$ cat config.mk
export PLATFORM = sky130hd
export DESIGN_NAME = cps_mem_top
export DESIGN_NICKNAME = d
export VERILOG_FILES = /design/src/cps_mem_pkg.sv /design/src/cps_bus_pkg.sv /design/src/cps_mem_top.sv /design/src/sdram_slot_mux.sv /design/src/vram_fetch.sv /design/src/wb_mem_bridge.sv /design/src/prom_writer.sv /design/src/frac_cen.sv
export SDC_FILE = /design/constraint.sdc
export NUM_CORES = 1
export LEC_CHECK = 0
export BUFFER_PORTS_ARGS = -buffer_cell sky130_fd_sc_hd__buf_2
export CORE_AREA = 3 3 124 245
export CTS_CLUSTER_DIAMETER = 30
export DETAILED_ROUTE_END_ITERATION = 10
export DIE_AREA = 0 0 127 248
export PLACE_DENSITY = 0.54
export SLEW_MARGIN = 40
export SYNTH_ARGS = -nofsm -noshare
export SYNTH_HDL_FRONTEND = slang
export SYNTH_SLANG_ARGS = --single-unit
$ cat constraint.sdc
create_clock -name clk -period 7.7 [get_ports clk]
set_input_delay 0 -clock clk [delete_from_list [all_inputs] [get_ports clk]]
set_output_delay 0 -clock clk [all_outputs]
set_load 0.005 [all_outputs]
$ cat src/cps_mem_pkg.sv
/*
 * Memory map of the game core
 * Region offsets in SDRAM, CPU region codes, slot numbering
 * and the pacing of the video fetcher
 */
package cps_mem_pkg;

    // SDRAM side, 16-bit word addresses
    localparam int ADDR_W = 22;

    // CPU side word address
    localparam int CPU_AW = 19;

    // Low CPU address bits kept per region
    localparam int ROM_AW = 18;    // 0x covers half the CPU space
    localparam int RAM_AW = 17;

    localparam logic [ADDR_W-1:0] ROM_OFFSET  = 22'h00_0000;
    localparam logic [ADDR_W-1:0] RAM_OFFSET  = 22'h3A_8000;
    localparam logic [ADDR_W-1:0] VRAM_OFFSET = 22'h3B_0000;

    // Region decoded from CPU address bits 18 and 17
    typedef enum logic [1:0] {
        REGION_ROM  = 2'd0,
        REGION_RAM  = 2'd1,
        REGION_VRAM = 2'd2,
        REGION_NONE = 2'd3
    } region_e;

    // Slot numbering at the multiplexer
    localparam logic SLOT_CPU = 1'b0;
    localparam logic SLOT_VID = 1'b1;

    // One scroll block
    localparam int FETCH_LEN = 16;
    localparam int FETCH_IW  = $clog2(FETCH_LEN);

    // Fetch enable ratio, n over m
    localparam logic [9:0] CEN_N = 10'd5;
    localparam logic [9:0] CEN_M = 10'd24;

endpackage
$ cat src/cps_bus_pkg.sv
/*
 * Bus types of the memory side
 * Wishbone request and response, slot requests, SDRAM read word
 * and the download write
 */
package cps_bus_pkg;

    typedef struct packed {
        logic                              cyc;
        logic                              stb;
        logic                              we;
        logic [cps_mem_pkg::CPU_AW-1:0]    adr;
        logic [1:0]                        sel;
        logic [15:0]                       dat;
    } wb_req_t;

    typedef struct packed {
        logic        ack;
        logic [15:0] dat;
    } wb_rsp_t;

    typedef struct packed {
        logic                              cs;
        logic                              we;
        logic [cps_mem_pkg::ADDR_W-1:0]    addr;
        logic [1:0]                        wrmask;  // Active low
        logic [15:0]                       din;
    } slot_req_t;

    // SDRAM line, whole or as two halves. half[0] is the even word
    typedef union packed {
        logic [31:0]        word;
        logic [1:0][15:0]   half;
    } sdram_word_u;

    typedef struct packed {
        logic [cps_mem_pkg::ADDR_W-1:0]    addr;
        logic [7:0]                        data;
        logic [1:0]                        mask;
        logic                              we;
    } prog_t;

endpackage

$ cat src/cps_mem_top.sv
/*
 * Memory side of the game core
 * Download packer, CPU bridge, scroll fetcher with its enable
 * and the SDRAM slot multiplexer
 */
`timescale 1ns/100ps

module cps_mem_top (
    input  logic                        clk,
    input  logic                        rst_n,
    // ROM download
    input  logic                        downloading,
    input  logic [22:0]                 ioctl_addr,
    input  logic [7:0]                  ioctl_data,
    input  logic                        ioctl_wr,
    output cps_bus_pkg::prog_t          prog,
    // Main CPU
    input  cps_bus_pkg::wb_req_t        wb_req,
    output cps_bus_pkg::wb_rsp_t        wb_rsp,
    // Scroll fetch
    input  logic                        fetch_start,
    input  logic [15:0]                 fetch_base,
    output logic [15:0]                 fetch_data,
    output logic                        fetch_valid,
    output logic                        fetch_done,
    // SDRAM controller
    output logic                        sdram_req,
    output logic [21:0]                 sdram_addr,
    output logic                        sdram_rnw,
    output logic [1:0]                  sdram_wrmask,
    output logic [15:0]                 data_write,
    input  logic                        sdram_ack,
    input  logic                        data_rdy,
    input  cps_bus_pkg::sdram_word_u    data_read
);

    cps_bus_pkg::slot_req_t slot_cpu;
    cps_bus_pkg::slot_req_t slot_vid;
    logic [1:0]             slot_ok;
    logic [15:0]            slot_dout;
    logic                   cen;

    frac_cen u_cen (
        .clk    ( clk   ),
        .rst_n  ( rst_n ),
        .cen    ( cen   )
    );

    prom_writer u_prom (
        .clk            ( clk           ),
        .rst_n          ( rst_n         ),
        .downloading    ( downloading   ),
        .ioctl_addr     ( ioctl_addr    ),
        .ioctl_data     ( ioctl_data    ),
        .ioctl_wr       ( ioctl_wr      ),
        .prog           ( prog          )
    );

    wb_mem_bridge u_bridge (
        .clk        ( clk                               ),
        .rst_n      ( rst_n                             ),
        .wb_req     ( wb_req                            ),
        .wb_rsp     ( wb_rsp                            ),
        .slot       ( slot_cpu                          ),
        .slot_ok    ( slot_ok[cps_mem_pkg::SLOT_CPU]    ),
        .slot_dout  ( slot_dout                         )
    );

    vram_fetch u_fetch (
        .clk            ( clk                               ),
        .rst_n          ( rst_n                             ),
        .cen            ( cen                               ),
        .fetch_start    ( fetch_start                       ),
        .fetch_base     ( fetch_base                        ),
        .slot           ( slot_vid                          ),
        .slot_ok        ( slot_ok[cps_mem_pkg::SLOT_VID]    ),
        .slot_dout      ( slot_dout                         ),
        .fetch_data     ( fetch_data                        ),
        .fetch_valid    ( fetch_valid                       ),
        .fetch_done     ( fetch_done                        )
    );

    sdram_slot_mux u_mux (
        .clk            ( clk           ),
        .rst_n          ( rst_n         ),
        .downloading    ( downloading   ),
        .slot_cpu       ( slot_cpu      ),
        .slot_vid       ( slot_vid      ),
        .slot_ok        ( slot_ok       ),
        .slot_dout      ( slot_dout     ),
        .sdram_req      ( sdram_req     ),
        .sdram_addr     ( sdram_addr    ),
        .sdram_rnw      ( sdram_rnw     ),
        .sdram_wrmask   ( sdram_wrmask  ),
        .data_write     ( data_write    ),
        .sdram_ack      ( sdram_ack     ),
        .data_rdy       ( data_rdy      ),
        .data_read      ( data_read     )
    );

endmodule

$ cat src/sdram_slot_mux.sv
/*
 * SDRAM slot multiplexer
 * Grants the CPU and video slots by fixed priority onto the single
 * controller port, one access at a time, and holds off during a download
 */
`timescale 1ns/100ps

module sdram_slot_mux (
    input  logic                        clk,
    input  logic                        rst_n,
    input  logic                        downloading,
    input  cps_bus_pkg::slot_req_t      slot_cpu,
    input  cps_bus_pkg::slot_req_t      slot_vid,
    output logic [1:0]                  slot_ok,
    output logic [15:0]                 slot_dout,
    output logic                        sdram_req,
    output logic [21:0]                 sdram_addr,
    output logic                        sdram_rnw,
    output logic [1:0]                  sdram_wrmask,
    output logic [15:0]                 data_write,
    input  logic                        sdram_ack,
    input  logic                        data_rdy,
    input  cps_bus_pkg::sdram_word_u    data_read
);

    typedef enum logic [1:0] {
        ST_IDLE = 2'd0,
        ST_ACK  = 2'd1,
        ST_DATA = 2'd2
    } state_e;

    state_e                     state;
    cps_bus_pkg::slot_req_t     req [2];
    cps_bus_pkg::slot_req_t     win;
    logic                       vid_go;
    logic                       cpu_go;
    logic                       pick;
    logic                       grant;
    logic                       gnt;
    logic                       half_q;

    assign req[cps_mem_pkg::SLOT_CPU] = slot_cpu;
    assign req[cps_mem_pkg::SLOT_VID] = slot_vid;

    // A slot still shows cs in its slot_ok cycle, skip it there
    assign vid_go = slot_vid.cs & ~slot_ok[cps_mem_pkg::SLOT_VID];
    assign cpu_go = slot_cpu.cs & ~slot_ok[cps_mem_pkg::SLOT_CPU];

    assign pick  = vid_go ? cps_mem_pkg::SLOT_VID : cps_mem_pkg::SLOT_CPU;
    assign win   = req[pick];
    assign grant = (state == ST_IDLE) & ~downloading & (vid_go | cpu_go);

    always_ff @(posedge clk) begin
        if (!rst_n) begin
            state     <= ST_IDLE;
            sdram_req <= 1'b0;
            slot_ok   <= 2'b00;
        end else begin
            slot_ok <= 2'b00;
            case (state)
                ST_IDLE: begin
                    if (grant) begin
                        sdram_req <= 1'b1;
                        state     <= ST_ACK;
                    end
                end
                ST_ACK: begin
                    if (sdram_ack) begin
                        sdram_req <= 1'b0;
                        state     <= ST_DATA;
                    end
                end
                ST_DATA: begin
                    if (data_rdy) begin
                        slot_ok[gnt] <= 1'b1;
                        state        <= ST_IDLE;
                    end
                end
                default: begin
                    sdram_req <= 1'b0;
                    state     <= ST_IDLE;
                end
            endcase
        end
    end

    // Request fields stay put until the next grant
    always_ff @(posedge clk) begin
        if (grant) begin
            gnt          <= pick;
            sdram_addr   <= win.addr;      // Bit 0 picks the half of the 32-bit line
            sdram_rnw    <= ~win.we;
            sdram_wrmask <= win.wrmask;
            data_write   <= win.din;
            half_q       <= win.addr[0];
        end
        if (state == ST_DATA && data_rdy) begin
            slot_dout <= data_read.half[half_q];
        end
    end

endmodule

$ cat src/vram_fetch.sv
/*
 * Scroll VRAM block reader
 * Walks FETCH_LEN words from a base on enable pulses and
 * streams each returned word out
 */
`timescale 1ns/100ps

module vram_fetch (
    input  logic                     clk,
    input  logic                     rst_n,
    input  logic                     cen,
    input  logic                     fetch_start,
    input  logic [15:0]              fetch_base,
    output cps_bus_pkg::slot_req_t   slot,
    input  logic                     slot_ok,
    input  logic [15:0]              slot_dout,
    output logic [15:0]              fetch_data,
    output logic                     fetch_valid,
    output logic                     fetch_done
);

    logic                                 active;
    logic                                 pending;
    logic                                 issue;
    logic                                 got;
    logic                                 last_idx;
    logic                                 last_word;
    logic [cps_mem_pkg::FETCH_IW-1:0]     idx;
    logic [15:0]                          base_q;
    logic [cps_mem_pkg::ADDR_W-1:0]       addr_q;

    assign issue    = cen & active & ~pending & ~fetch_start;
    assign got      = pending & slot_ok;
    assign last_idx = idx == cps_mem_pkg::FETCH_LEN - 1;

    always_ff @(posedge clk) begin
        if (!rst_n) begin
            active      <= 1'b0;
            pending     <= 1'b0;
            idx         <= '0;
            fetch_valid <= 1'b0;
            last_word   <= 1'b0;
            fetch_done  <= 1'b0;
        end else begin
            fetch_valid <= got;
            last_word   <= got & last_idx;
            fetch_done  <= last_word;     // One cycle after the last word
            if (fetch_start) begin
                active <= 1'b1;
                idx    <= '0;
            end else if (got) begin
                idx <= idx + 1'b1;
                if (last_idx) active <= 1'b0;
            end
            if (got) begin
                pending <= 1'b0;
            end else if (issue) begin
                pending <= 1'b1;
            end
        end
    end

    always_ff @(posedge clk) begin
        if (fetch_start) base_q <= fetch_base;
        if (issue) addr_q <= cps_mem_pkg::VRAM_OFFSET + base_q + idx;
        if (got) fetch_data <= slot_dout;
    end

    // Read-only slot
    assign slot = '{cs: pending, we: 1'b0, addr: addr_q, wrmask: 2'b11, din: 16'h0000};

endmodule

$ cat src/wb_mem_bridge.sv
/*
 * Wishbone classic slave for the main CPU
 * Decodes ROM, RAM and VRAM from the top address bits, adds the
 * region offset and holds a slot request until the multiplexer answers
 */
`timescale 1ns/100ps

module wb_mem_bridge (
    input  logic                     clk,
    input  logic                     rst_n,
    input  cps_bus_pkg::wb_req_t     wb_req,
    output cps_bus_pkg::wb_rsp_t     wb_rsp,
    output cps_bus_pkg::slot_req_t   slot,
    input  logic                     slot_ok,
    input  logic [15:0]              slot_dout
);

    cps_mem_pkg::region_e                 region;
    logic [cps_mem_pkg::ADDR_W-1:0]       req_addr;
    logic                                 access;
    logic                                 bypass;
    logic                                 start;
    logic                                 done;
    logic                                 busy;
    logic                                 we_q;
    logic [cps_mem_pkg::ADDR_W-1:0]       addr_q;
    logic [1:0]                           wrmask_q;
    logic [15:0]                          din_q;
    logic [15:0]                          dat_q;

    always_comb begin
        case (wb_req.adr[cps_mem_pkg::CPU_AW-1 -: 2])
            2'b00, 2'b01: region = cps_mem_pkg::REGION_ROM;
            2'b10:        region = cps_mem_pkg::REGION_RAM;
            2'b11:        region = cps_mem_pkg::REGION_VRAM;
            default:      region = cps_mem_pkg::REGION_NONE;
        endcase
    end

    always_comb begin
        case (region)
            cps_mem_pkg::REGION_ROM:
                req_addr = cps_mem_pkg::ROM_OFFSET + wb_req.adr[cps_mem_pkg::ROM_AW-1:0];
            cps_mem_pkg::REGION_RAM:
                req_addr = cps_mem_pkg::RAM_OFFSET + wb_req.adr[cps_mem_pkg::RAM_AW-1:0];
            cps_mem_pkg::REGION_VRAM:
                req_addr = cps_mem_pkg::VRAM_OFFSET + wb_req.adr[cps_mem_pkg::RAM_AW-1:0];
            default:
                req_addr = '0;
        endcase
    end

    assign access = wb_req.cyc & wb_req.stb;

    // ROM writes and unmapped cycles never reach SDRAM
    assign bypass = access & ((region == cps_mem_pkg::REGION_ROM && wb_req.we)
                              || region == cps_mem_pkg::REGION_NONE);
    assign start  = access & ~bypass & ~busy;
    assign done   = busy & slot_ok;

    always_ff @(posedge clk) begin
        if (!rst_n) begin
            busy <= 1'b0;
        end else if (done) begin
            busy <= 1'b0;
        end else if (start) begin
            busy <= 1'b1;
        end
    end

    always_ff @(posedge clk) begin
        if (start) begin
            we_q     <= wb_req.we;
            addr_q   <= req_addr;
            wrmask_q <= wb_req.we ? ~wb_req.sel : 2'b11;   // Reads touch no byte
            din_q    <= wb_req.dat;
        end
        if (done) begin
            dat_q <= slot_dout;
        end
    end

    assign slot = '{cs: busy, we: we_q, addr: addr_q, wrmask: wrmask_q, din: din_q};

    // Answer in the slot_ok cycle, data passes straight through then
    assign wb_rsp.ack = (done & access) | bypass;
    assign wb_rsp.dat = done ? slot_dout : dat_q;

endmodule

$ cat src/prom_writer.sv
/*
 * Download packer
 * Turns ioctl bytes into 16-bit prog writes with an
 * active-low byte mask, one cycle after each ioctl_wr
 */
`timescale 1ns/100ps

module prom_writer (
    input  logic                 clk,
    input  logic                 rst_n,
    input  logic                 downloading,
    input  logic [22:0]          ioctl_addr,
    input  logic [7:0]           ioctl_data,
    input  logic                 ioctl_wr,
    output cps_bus_pkg::prog_t   prog
);

    logic                                 take;
    logic [cps_mem_pkg::ADDR_W-1:0]       addr_q;
    logic [7:0]                           data_q;
    logic [1:0]                           mask_q;
    logic                                 we_q;

    assign take = ioctl_wr & downloading;

    always_ff @(posedge clk) begin
        if (!rst_n) begin
            we_q <= 1'b0;
        end else begin
            we_q <= take;
        end
    end

    always_ff @(posedge clk) begin
        if (take) begin
            addr_q <= ioctl_addr[22:1];                     // Byte to word
            data_q <= ioctl_data;
            mask_q <= ioctl_addr[0] ? 2'b01 : 2'b10;        // Even byte is the low one
        end
    end

    assign prog = '{addr: addr_q, data: data_q, mask: mask_q, we: we_q};

endmodule

$ cat src/frac_cen.sv
/*
 * Fractional clock enable
 * Single-cycle pulses at an average of CEN_N per CEN_M clocks,
 * paces the video fetcher
 */
`timescale 1ns/100ps

module frac_cen (
    input  logic clk,
    input  logic rst_n,
    output logic cen
);

    logic [$bits(cps_mem_pkg::CEN_M):0] acc;
    logic [$bits(cps_mem_pkg::CEN_M):0] sum;

    assign sum = acc + cps_mem_pkg::CEN_N;

    always_ff @(posedge clk) begin
        if (!rst_n) begin
            acc <= '0;
            cen <= 1'b0;
        end else if (sum >= cps_mem_pkg::CEN_M) begin
            acc <= sum - cps_mem_pkg::CEN_M;   // Keep the remainder
            cen <= 1'b1;
        end else begin
            acc <= sum;
            cen <= 1'b0;
        end
    end

endmodule

======== Word-level counts from Yosys, hierarchy flattened ========
Index checks and enable logic that the tools add are counted.
storage, ports and cells
  register bits after elaboration ......... 230
  bits of input ports ..................... 126
  output and inout bits ................... 110
  word-level logic and storage cells ...... 126
operators by class
  $add $sub $neg .......................... 7
  magnitude comparators ................... 5
  eq/ne operators ......................... 12
  muxes and demuxes ....................... 24
  bitwise gates (word level) .............. 30
  reduce and logical (&&, ||, !) cells .... 17
operators with widths
  operator                                                     count
  two-way mux 41 bit                                           3
  one-hot mux 22 bit (3 select lines)                          1
  two-way mux 16 bit                                           3
  adder 20 x 18 -> 21 bit (first input constant)               2
  adder 22 x 4 -> 22 bit                                       1
  adder 20 x 17 -> 21 bit (first input constant)               1
  AND 1 bit                                                    16
  one-hot mux 2 bit (3 select lines)                           2
  adder 11 x 3 -> 11 bit (second input constant)               1
  >= comparator 11 x 5 -> 1 bit (second input constant)        1
  two-way mux 11 bit                                           1
  subtractor 11 x 5 -> 11 bit (second input constant)          1
  equality test 2 bit (second input constant)                  5
  NOT 1 bit                                                    10
  AND reduction 3 bit                                          3
  two-way mux 1 bit                                            8
  two-way mux 2 bit                                            4
  OR reduction 2 bit                                           4
  equality test 2 x 1 -> 1 bit (second input constant)         3
  logical NOT 2 bit                                            3
  adder 4 x 1 -> 4 bit (second input constant)                 1
  equality test 4 bit (second input constant)                  1
  less-than comparator 1 x 2 -> 1 bit (second input constant)  2
  inequality test 2 bit (second input constant)                2
  12 further kinds                                             16

======== Longest topological paths before layout ========
  depth after elaboration ................. 10
  mapped depth ............................ 8
  gate-level depth less buffers ........... 8

======== Modules after synthesis ========
From an unflattened synthesis, not the netlist that was laid out.
unflattened totals
  cells, all modules ...................... 644
  area total of the unflattened synthesis .. 8992.4 µm²
by module, submodules not included
  module          times used  cells each  area an instance (µm²)  sequential area each (µm²)
  sdram_slot_mux  1           235         2773.9                  1841.8
  vram_fetch      1           167         2441.1                  1711.6
  wb_mem_bridge   1           115         1970.6                  1511.4
  prom_writer     1           37          1004.7                  980.9
  frac_cen        1           90          802.0                   240.2

======== Worst setup path after synthesis ========
OpenSTA, ideal clock, no wires.
  kind .................................... register to register
  start ................................... register u_mux.slot_ok[1]
  end ..................................... register u_mux.data_write[0], enable pin
  library setup time ...................... 487 ps
  data arrival time ....................... 3408 ps
  required time ........................... 7213 ps
  slack ................................... 3805 ps
  stages on the path, launching flop included .. 5
  buffers on the path ..................... 0
  clock period less this slack ............ 3895 ps
  cells stage by stage .................... dfxtp_1 nand2b_1 inv_1 o21bai_1 nor3_1
on the way
  longest elaborated chain between the ends .. 4
ends and longest elaborated chain
  item                              RTL line              source
  start: declaration                sdram_slot_mux.sv:14  output logic [1:0] slot_ok,
  start signal: assignment          sdram_slot_mux.sv:57  slot_ok <= 2'b00;
  start signal: assignment          sdram_slot_mux.sv:59  slot_ok <= 2'b00;
  start signal: indexed assignment  sdram_slot_mux.sv:75  slot_ok[gnt] <= 1'b1;
  NOT 1 bit                         sdram_slot_mux.sv:46  assign vid_go = slot_vid.cs & ~slot_ok[cps_mem_pkg::SLOT_VID];
  AND 1 bit                         sdram_slot_mux.sv:46
  OR 1 bit                          sdram_slot_mux.sv:51  assign grant = (state == ST_IDLE) & ~downloading & (vid_go | cpu_go);
  AND 1 bit                         sdram_slot_mux.sv:51
  via u_mux.grant                   sdram_slot_mux.sv:38  logic grant;
  end signal: assignment            sdram_slot_mux.sv:94  data_write <= win.din;
  end: declaration                  sdram_slot_mux.sv:20  output logic [15:0] data_write,
The timed path passes the listed nets, and every way through them passes these cells.
A chain may end at the register's enable or synchronous reset.

======== Worst setup path after layout ========
  start ................................... register u_cen.acc[0] in the netlist's numbering
  end ..................................... register u_cen.acc[7] in the netlist's numbering
on the way
  longest elaborated chain between the ends .. 3
  elaborated cells on any way between the ends .. 4
  classes of those cells .................. add/sub: 2; order compare: 1; mux: 1
ends and longest elaborated chain
  item                                                                                 RTL line                        source
  start: declaration                                                                   frac_cen.sv:14                  logic [$bits(cps_mem_pkg::CEN_M):0] acc;
  start signal: assignment                                                             frac_cen.sv:24                  acc <= sum - cps_mem_pkg::CEN_M;
  start signal: assignment                                                             frac_cen.sv:27                  acc <= sum;
  adder 11 x 3 -> 11 bit (*)                                                           frac_cen.sv:17                  assign sum = acc + cps_mem_pkg::CEN_N;
  subtractor 11 x 5 -> 11 bit / >= comparator 11 x 5 -> 1 bit (equally long branches)  frac_cen.sv:24, frac_cen.sv:23
  two-way mux 11 bit (*)                                                               frac_cen.sv:23                  end else if (sum >= cps_mem_pkg::CEN_M) begin
Every way passes the cells marked *; elsewhere a longest branch is shown, timed or not.

==> impl_metrics.csv <==
group,metric,value,unit
critical_path,critPathKind,"register to register",
yosys,synth-simple-area-share,10.6,%
yosys,synth_seq_area_share,73.0,%
route,drc,0,
floorplan,die_area,0.0315,mm²
floorplan,fp.dieH,248,µm
min_path,whs_path_depth,4,
yosys,synth_compound_area_share,4.40,%
clock_network,cts_tree,"built",
yosys,synth_edf_count,178,
critical_path,r2r_slack,5.06,ns
floorplan,num_rows,88,
min_path,min-delay-start,"downloading",
timing,tightest_slew,0.803,ns
yosys,ys_top_cells_by_area,"edfxtp_1 63%, dfxtp_1 10%, mux2_2 4.4%",
yosys,ys_ff_latch,222,
grt,grt_usage,13.4,%
route,vias,5886,
grt,antenna_found_initial,1,
critical_path,startpoint_type,"register",
floorplan,io-pin-count,236,
yosys,synth_nets,714,
critical_path,r2r_cells,6,
timing,min_period,2.64,ns
clock_network,clockBufferDepth,3,
yosys,synth_ff_type,"edfxtp_1",
timing,slew_headroom,46.5,%
timing,finalMaxSlewViolations,0,
floorplan,start_util,29.6,%
status,outcome,"complete, no violations",
floorplan,coreArea,0.0288,mm²
timing,rsz0062_at_grt,"no",
critical_path,cp.arrival,3.05,ns
clock_network,cts_buffers,34,
clock_network,clkSlewWorstSetupHoldPaths,0.05,ns
grt,grt_overflow,0,
finish,nets,1084,
yosys,synthArstFlopShare,0,%
yosys,yosys.area_share.adder,1.41,%
yosys,synth_warnings,0,
critical_path,timing.rr.start,"u_cen.acc[0]$_SDFF_PN0_",
yosys,synth_common_cells,"178 x edfxtp_1, 84 x nand2_1, 44 x dfxtp_1",
timing,hold_viol_final,0,
timing,finClkSkew,0.0134,ns
route,drt_iter0_markers,314,
finish,nFillCells,2678,
yosys,synthCells,579,
pwr,power_density,265,mW/mm²
yosys,synth_most_common_cell,"edfxtp_1",
min_path,min_to,"u_mux.state[0]$_SDFFE_PN0P_",
critical_path,cp_max_fo,11,
yosys,yosys.cell_types.count,57,
clock_network,clock-sinks,222,
placement,place.gp.congestion,0.872,
min_path,hp-class,"input port to register",
timing,fin_setup_tns,0,ns
clock_network,cts-root-buf,"clkbuf_16",
route,finalWirelength,21500,µm
route,drt_first_pass_iters,4,
route,vias_per_cell,4.41,
grt,grt_pass1_vias,6229,
critical_path,required,8.12,ns
grt,grt_pass1_wl,32600,µm
route,drtAntennaViolNets,0,
clock_network,clk_latency,0.50,ns
yosys,syn_area,0.00853,mm²
critical_path,rr_endpoint,"u_cen.acc[7]$_SDFF_PN0_",
yosys,yosysTopAreaCell,"edfxtp_1",
pwr,vdd_ir_drop_max,0.157,mV
yosys,muxShareOfSynthArea,5.18,%
timing,setup_viol,0,
yosys,avgSynthCellArea,14.7,µm²
grt,grt_max_degree,41,
floorplan,die_x,127,µm
yosys,synth_top_cell_area_share,62.7,%
finish,fin_cells,1335,
route,wl_per_cell,16.1,µm
critical_path,cp-end-kind,"register",
timing,fin_crit_sh,34.2,%
finish,drive_above_1_share,35.5,%
placement,hpwl,15000,µm
clock_network,ctsHtreeMaxLevel,2,
placement,place_inst,1144,
yosys,synth_xor_area_share,2.67,%
job,maxCapViolations,0,
placement,port_buffers,235,
finish,syn2layout_area_growth,45.8,%
timing,fmax,379,MHz
yosys,synth_top_family_by_area,"simple AND/OR/NAND/NOR gates",
pwr,p_leak,5.00,nW
[layout by cell type (no fill, tap or decap), types with 9 or more instances in the layout]
master / count
buf_2: 235
edfxtp_1: 178
dlygate4sd3_1: 129
nand2_1: 83
dfxtp_1: 44
clkbuf_16: 35
mux2_2: 33
and2_1: 21
nor2_1: 16
xnor2_1: 13
xor2_1: 13
o21ai_0: 11
inv_1: 11
nand2b_1: 10
a21oi_1: 9
[where the power goes]
part           switching [mW]  total, mW  internal (mW)
sequential             0.0605       1.44           1.38
combinational           0.206      0.413          0.207
clock                   0.560       1.44          0.880
total                   0.826       3.29           2.46
[metal layers]
layer | track usage (%) | part of all wire, % | vias up
met2 | 25.7 | 56 | 196
met4 | 7.68 | 5.0 | 0
met5 | 0 | 0 | -
li1 | - | - | 2836
met3 | 2.50 | 5.1 | 63
met1 | 13.2 | 34 | 2791
[final cells by class]
cell class | count | area, µm² | area share [%]
Clock buffer | 37 | 883 | 7.11
Inverter | 12 | 46.3 | 0.372
Clock inverter | 24 | 194 | 1.56
Timing Repair Buffer | 372 | 2530 | 20.3
Multi-Input combinational cell | 307 | 2100 | 16.9
Sequential cell | 222 | 6230 | 50.1
Tap cell | 360 | 450 | 3.62
Antenna cell | 1 | 2.50 | 0.0201
[through the flow]
step | total power, mW | cell area (µm²) | hold WS [ns] | setup WS (ns) | util (%)
6_report | 3.29 | 12400 | 0.0323 | 5.06 | 43.1
5_1_grt | 3.44 | 12400 | 0.0739 | 4.89 | 43.1
4_1_cts | 3.34 | 12400 | 0.0146 | 5.05 | 43.1
3_5_place_dp | 1.82 | 10100 | 0.179 | 5.06 | 34.9
3_3_place_gp | 1.81 | 10000 | 0.177 | 5.15 | 34.8
2_1_floorplan | 1.69 | 8530 | 0.0983 | 3.81 | -
[critical path, cell delays in order, from the launching register on]
cell and delay [ns]:
dfxtp_1 0.35, ha_1 0.33, or3_1 0.38, a2111o_1 0.47, a2111o_1 0.52, o31ai_2 0.30, mux2i_1 0.21
[flip-flops by register name (all words and copies together) (netlist names), 2 cells and up]
register / cells
u_bridge.addr_q: 20
u_bridge.dat_q: 16
u_bridge.din_q: 16
u_bridge.wrmask_q: 2
u_cen.acc: 11
u_fetch.addr_q: 19
u_fetch.base_q: 16
u_fetch.fetch_data: 16
u_fetch.idx: 4
u_mux.data_write: 16
u_mux.sdram_addr: 20
u_mux.sdram_wrmask: 2
u_mux.slot_dout: 16
u_mux.slot_ok: 2
u_mux.state: 2
u_prom.addr_q: 22
u_prom.data_q: 8
u_prom.mask_q: 2
[logic make-up after synthesis]
family | count (synthesis)
multiplexers | 40
XOR/XNOR | 26
flip-flops | 222
AO/OA/AOI/OAI | 51
AND/OR/NAND/NOR | 181
buffers and inverters | 50
adder cells (fa/ha/maj) | 9
[timing repair]
action                    CTS  global route
hold endpoints to repair  134             0
resized for setup           0             0
setup buffers               0             0
hold buffers              129             0
[worst max path at each step]
stage               depth (start not counted)                           endpoint                    startpoint  slack [ns]
detailed placement                          6            u_cen.acc[7]$_SDFF_PN0_       u_cen.acc[0]$_SDFF_PN0_        5.06
global route                                6      u_mux.sdram_addr[6]$_DFFE_PP_  u_fetch.pending$_SDFFE_PP0P_        4.89
CTS                                         6            u_cen.acc[7]$_SDFF_PN0_       u_cen.acc[0]$_SDFF_PN0_        5.05
floorplan                                   4  u_mux.data_write[0]$_SDFFCE_PP0P_   u_mux.slot_ok[1]$_SDFF_PN0_        3.81
global placement                            6            u_cen.acc[7]$_SDFF_PN0_       u_cen.acc[0]$_SDFF_PN0_        5.15
finish                                      6            u_cen.acc[7]$_SDFF_PN0_       u_cen.acc[0]$_SDFF_PN0_        5.06
No activity file was read; power rests on OpenSTA's default activity.
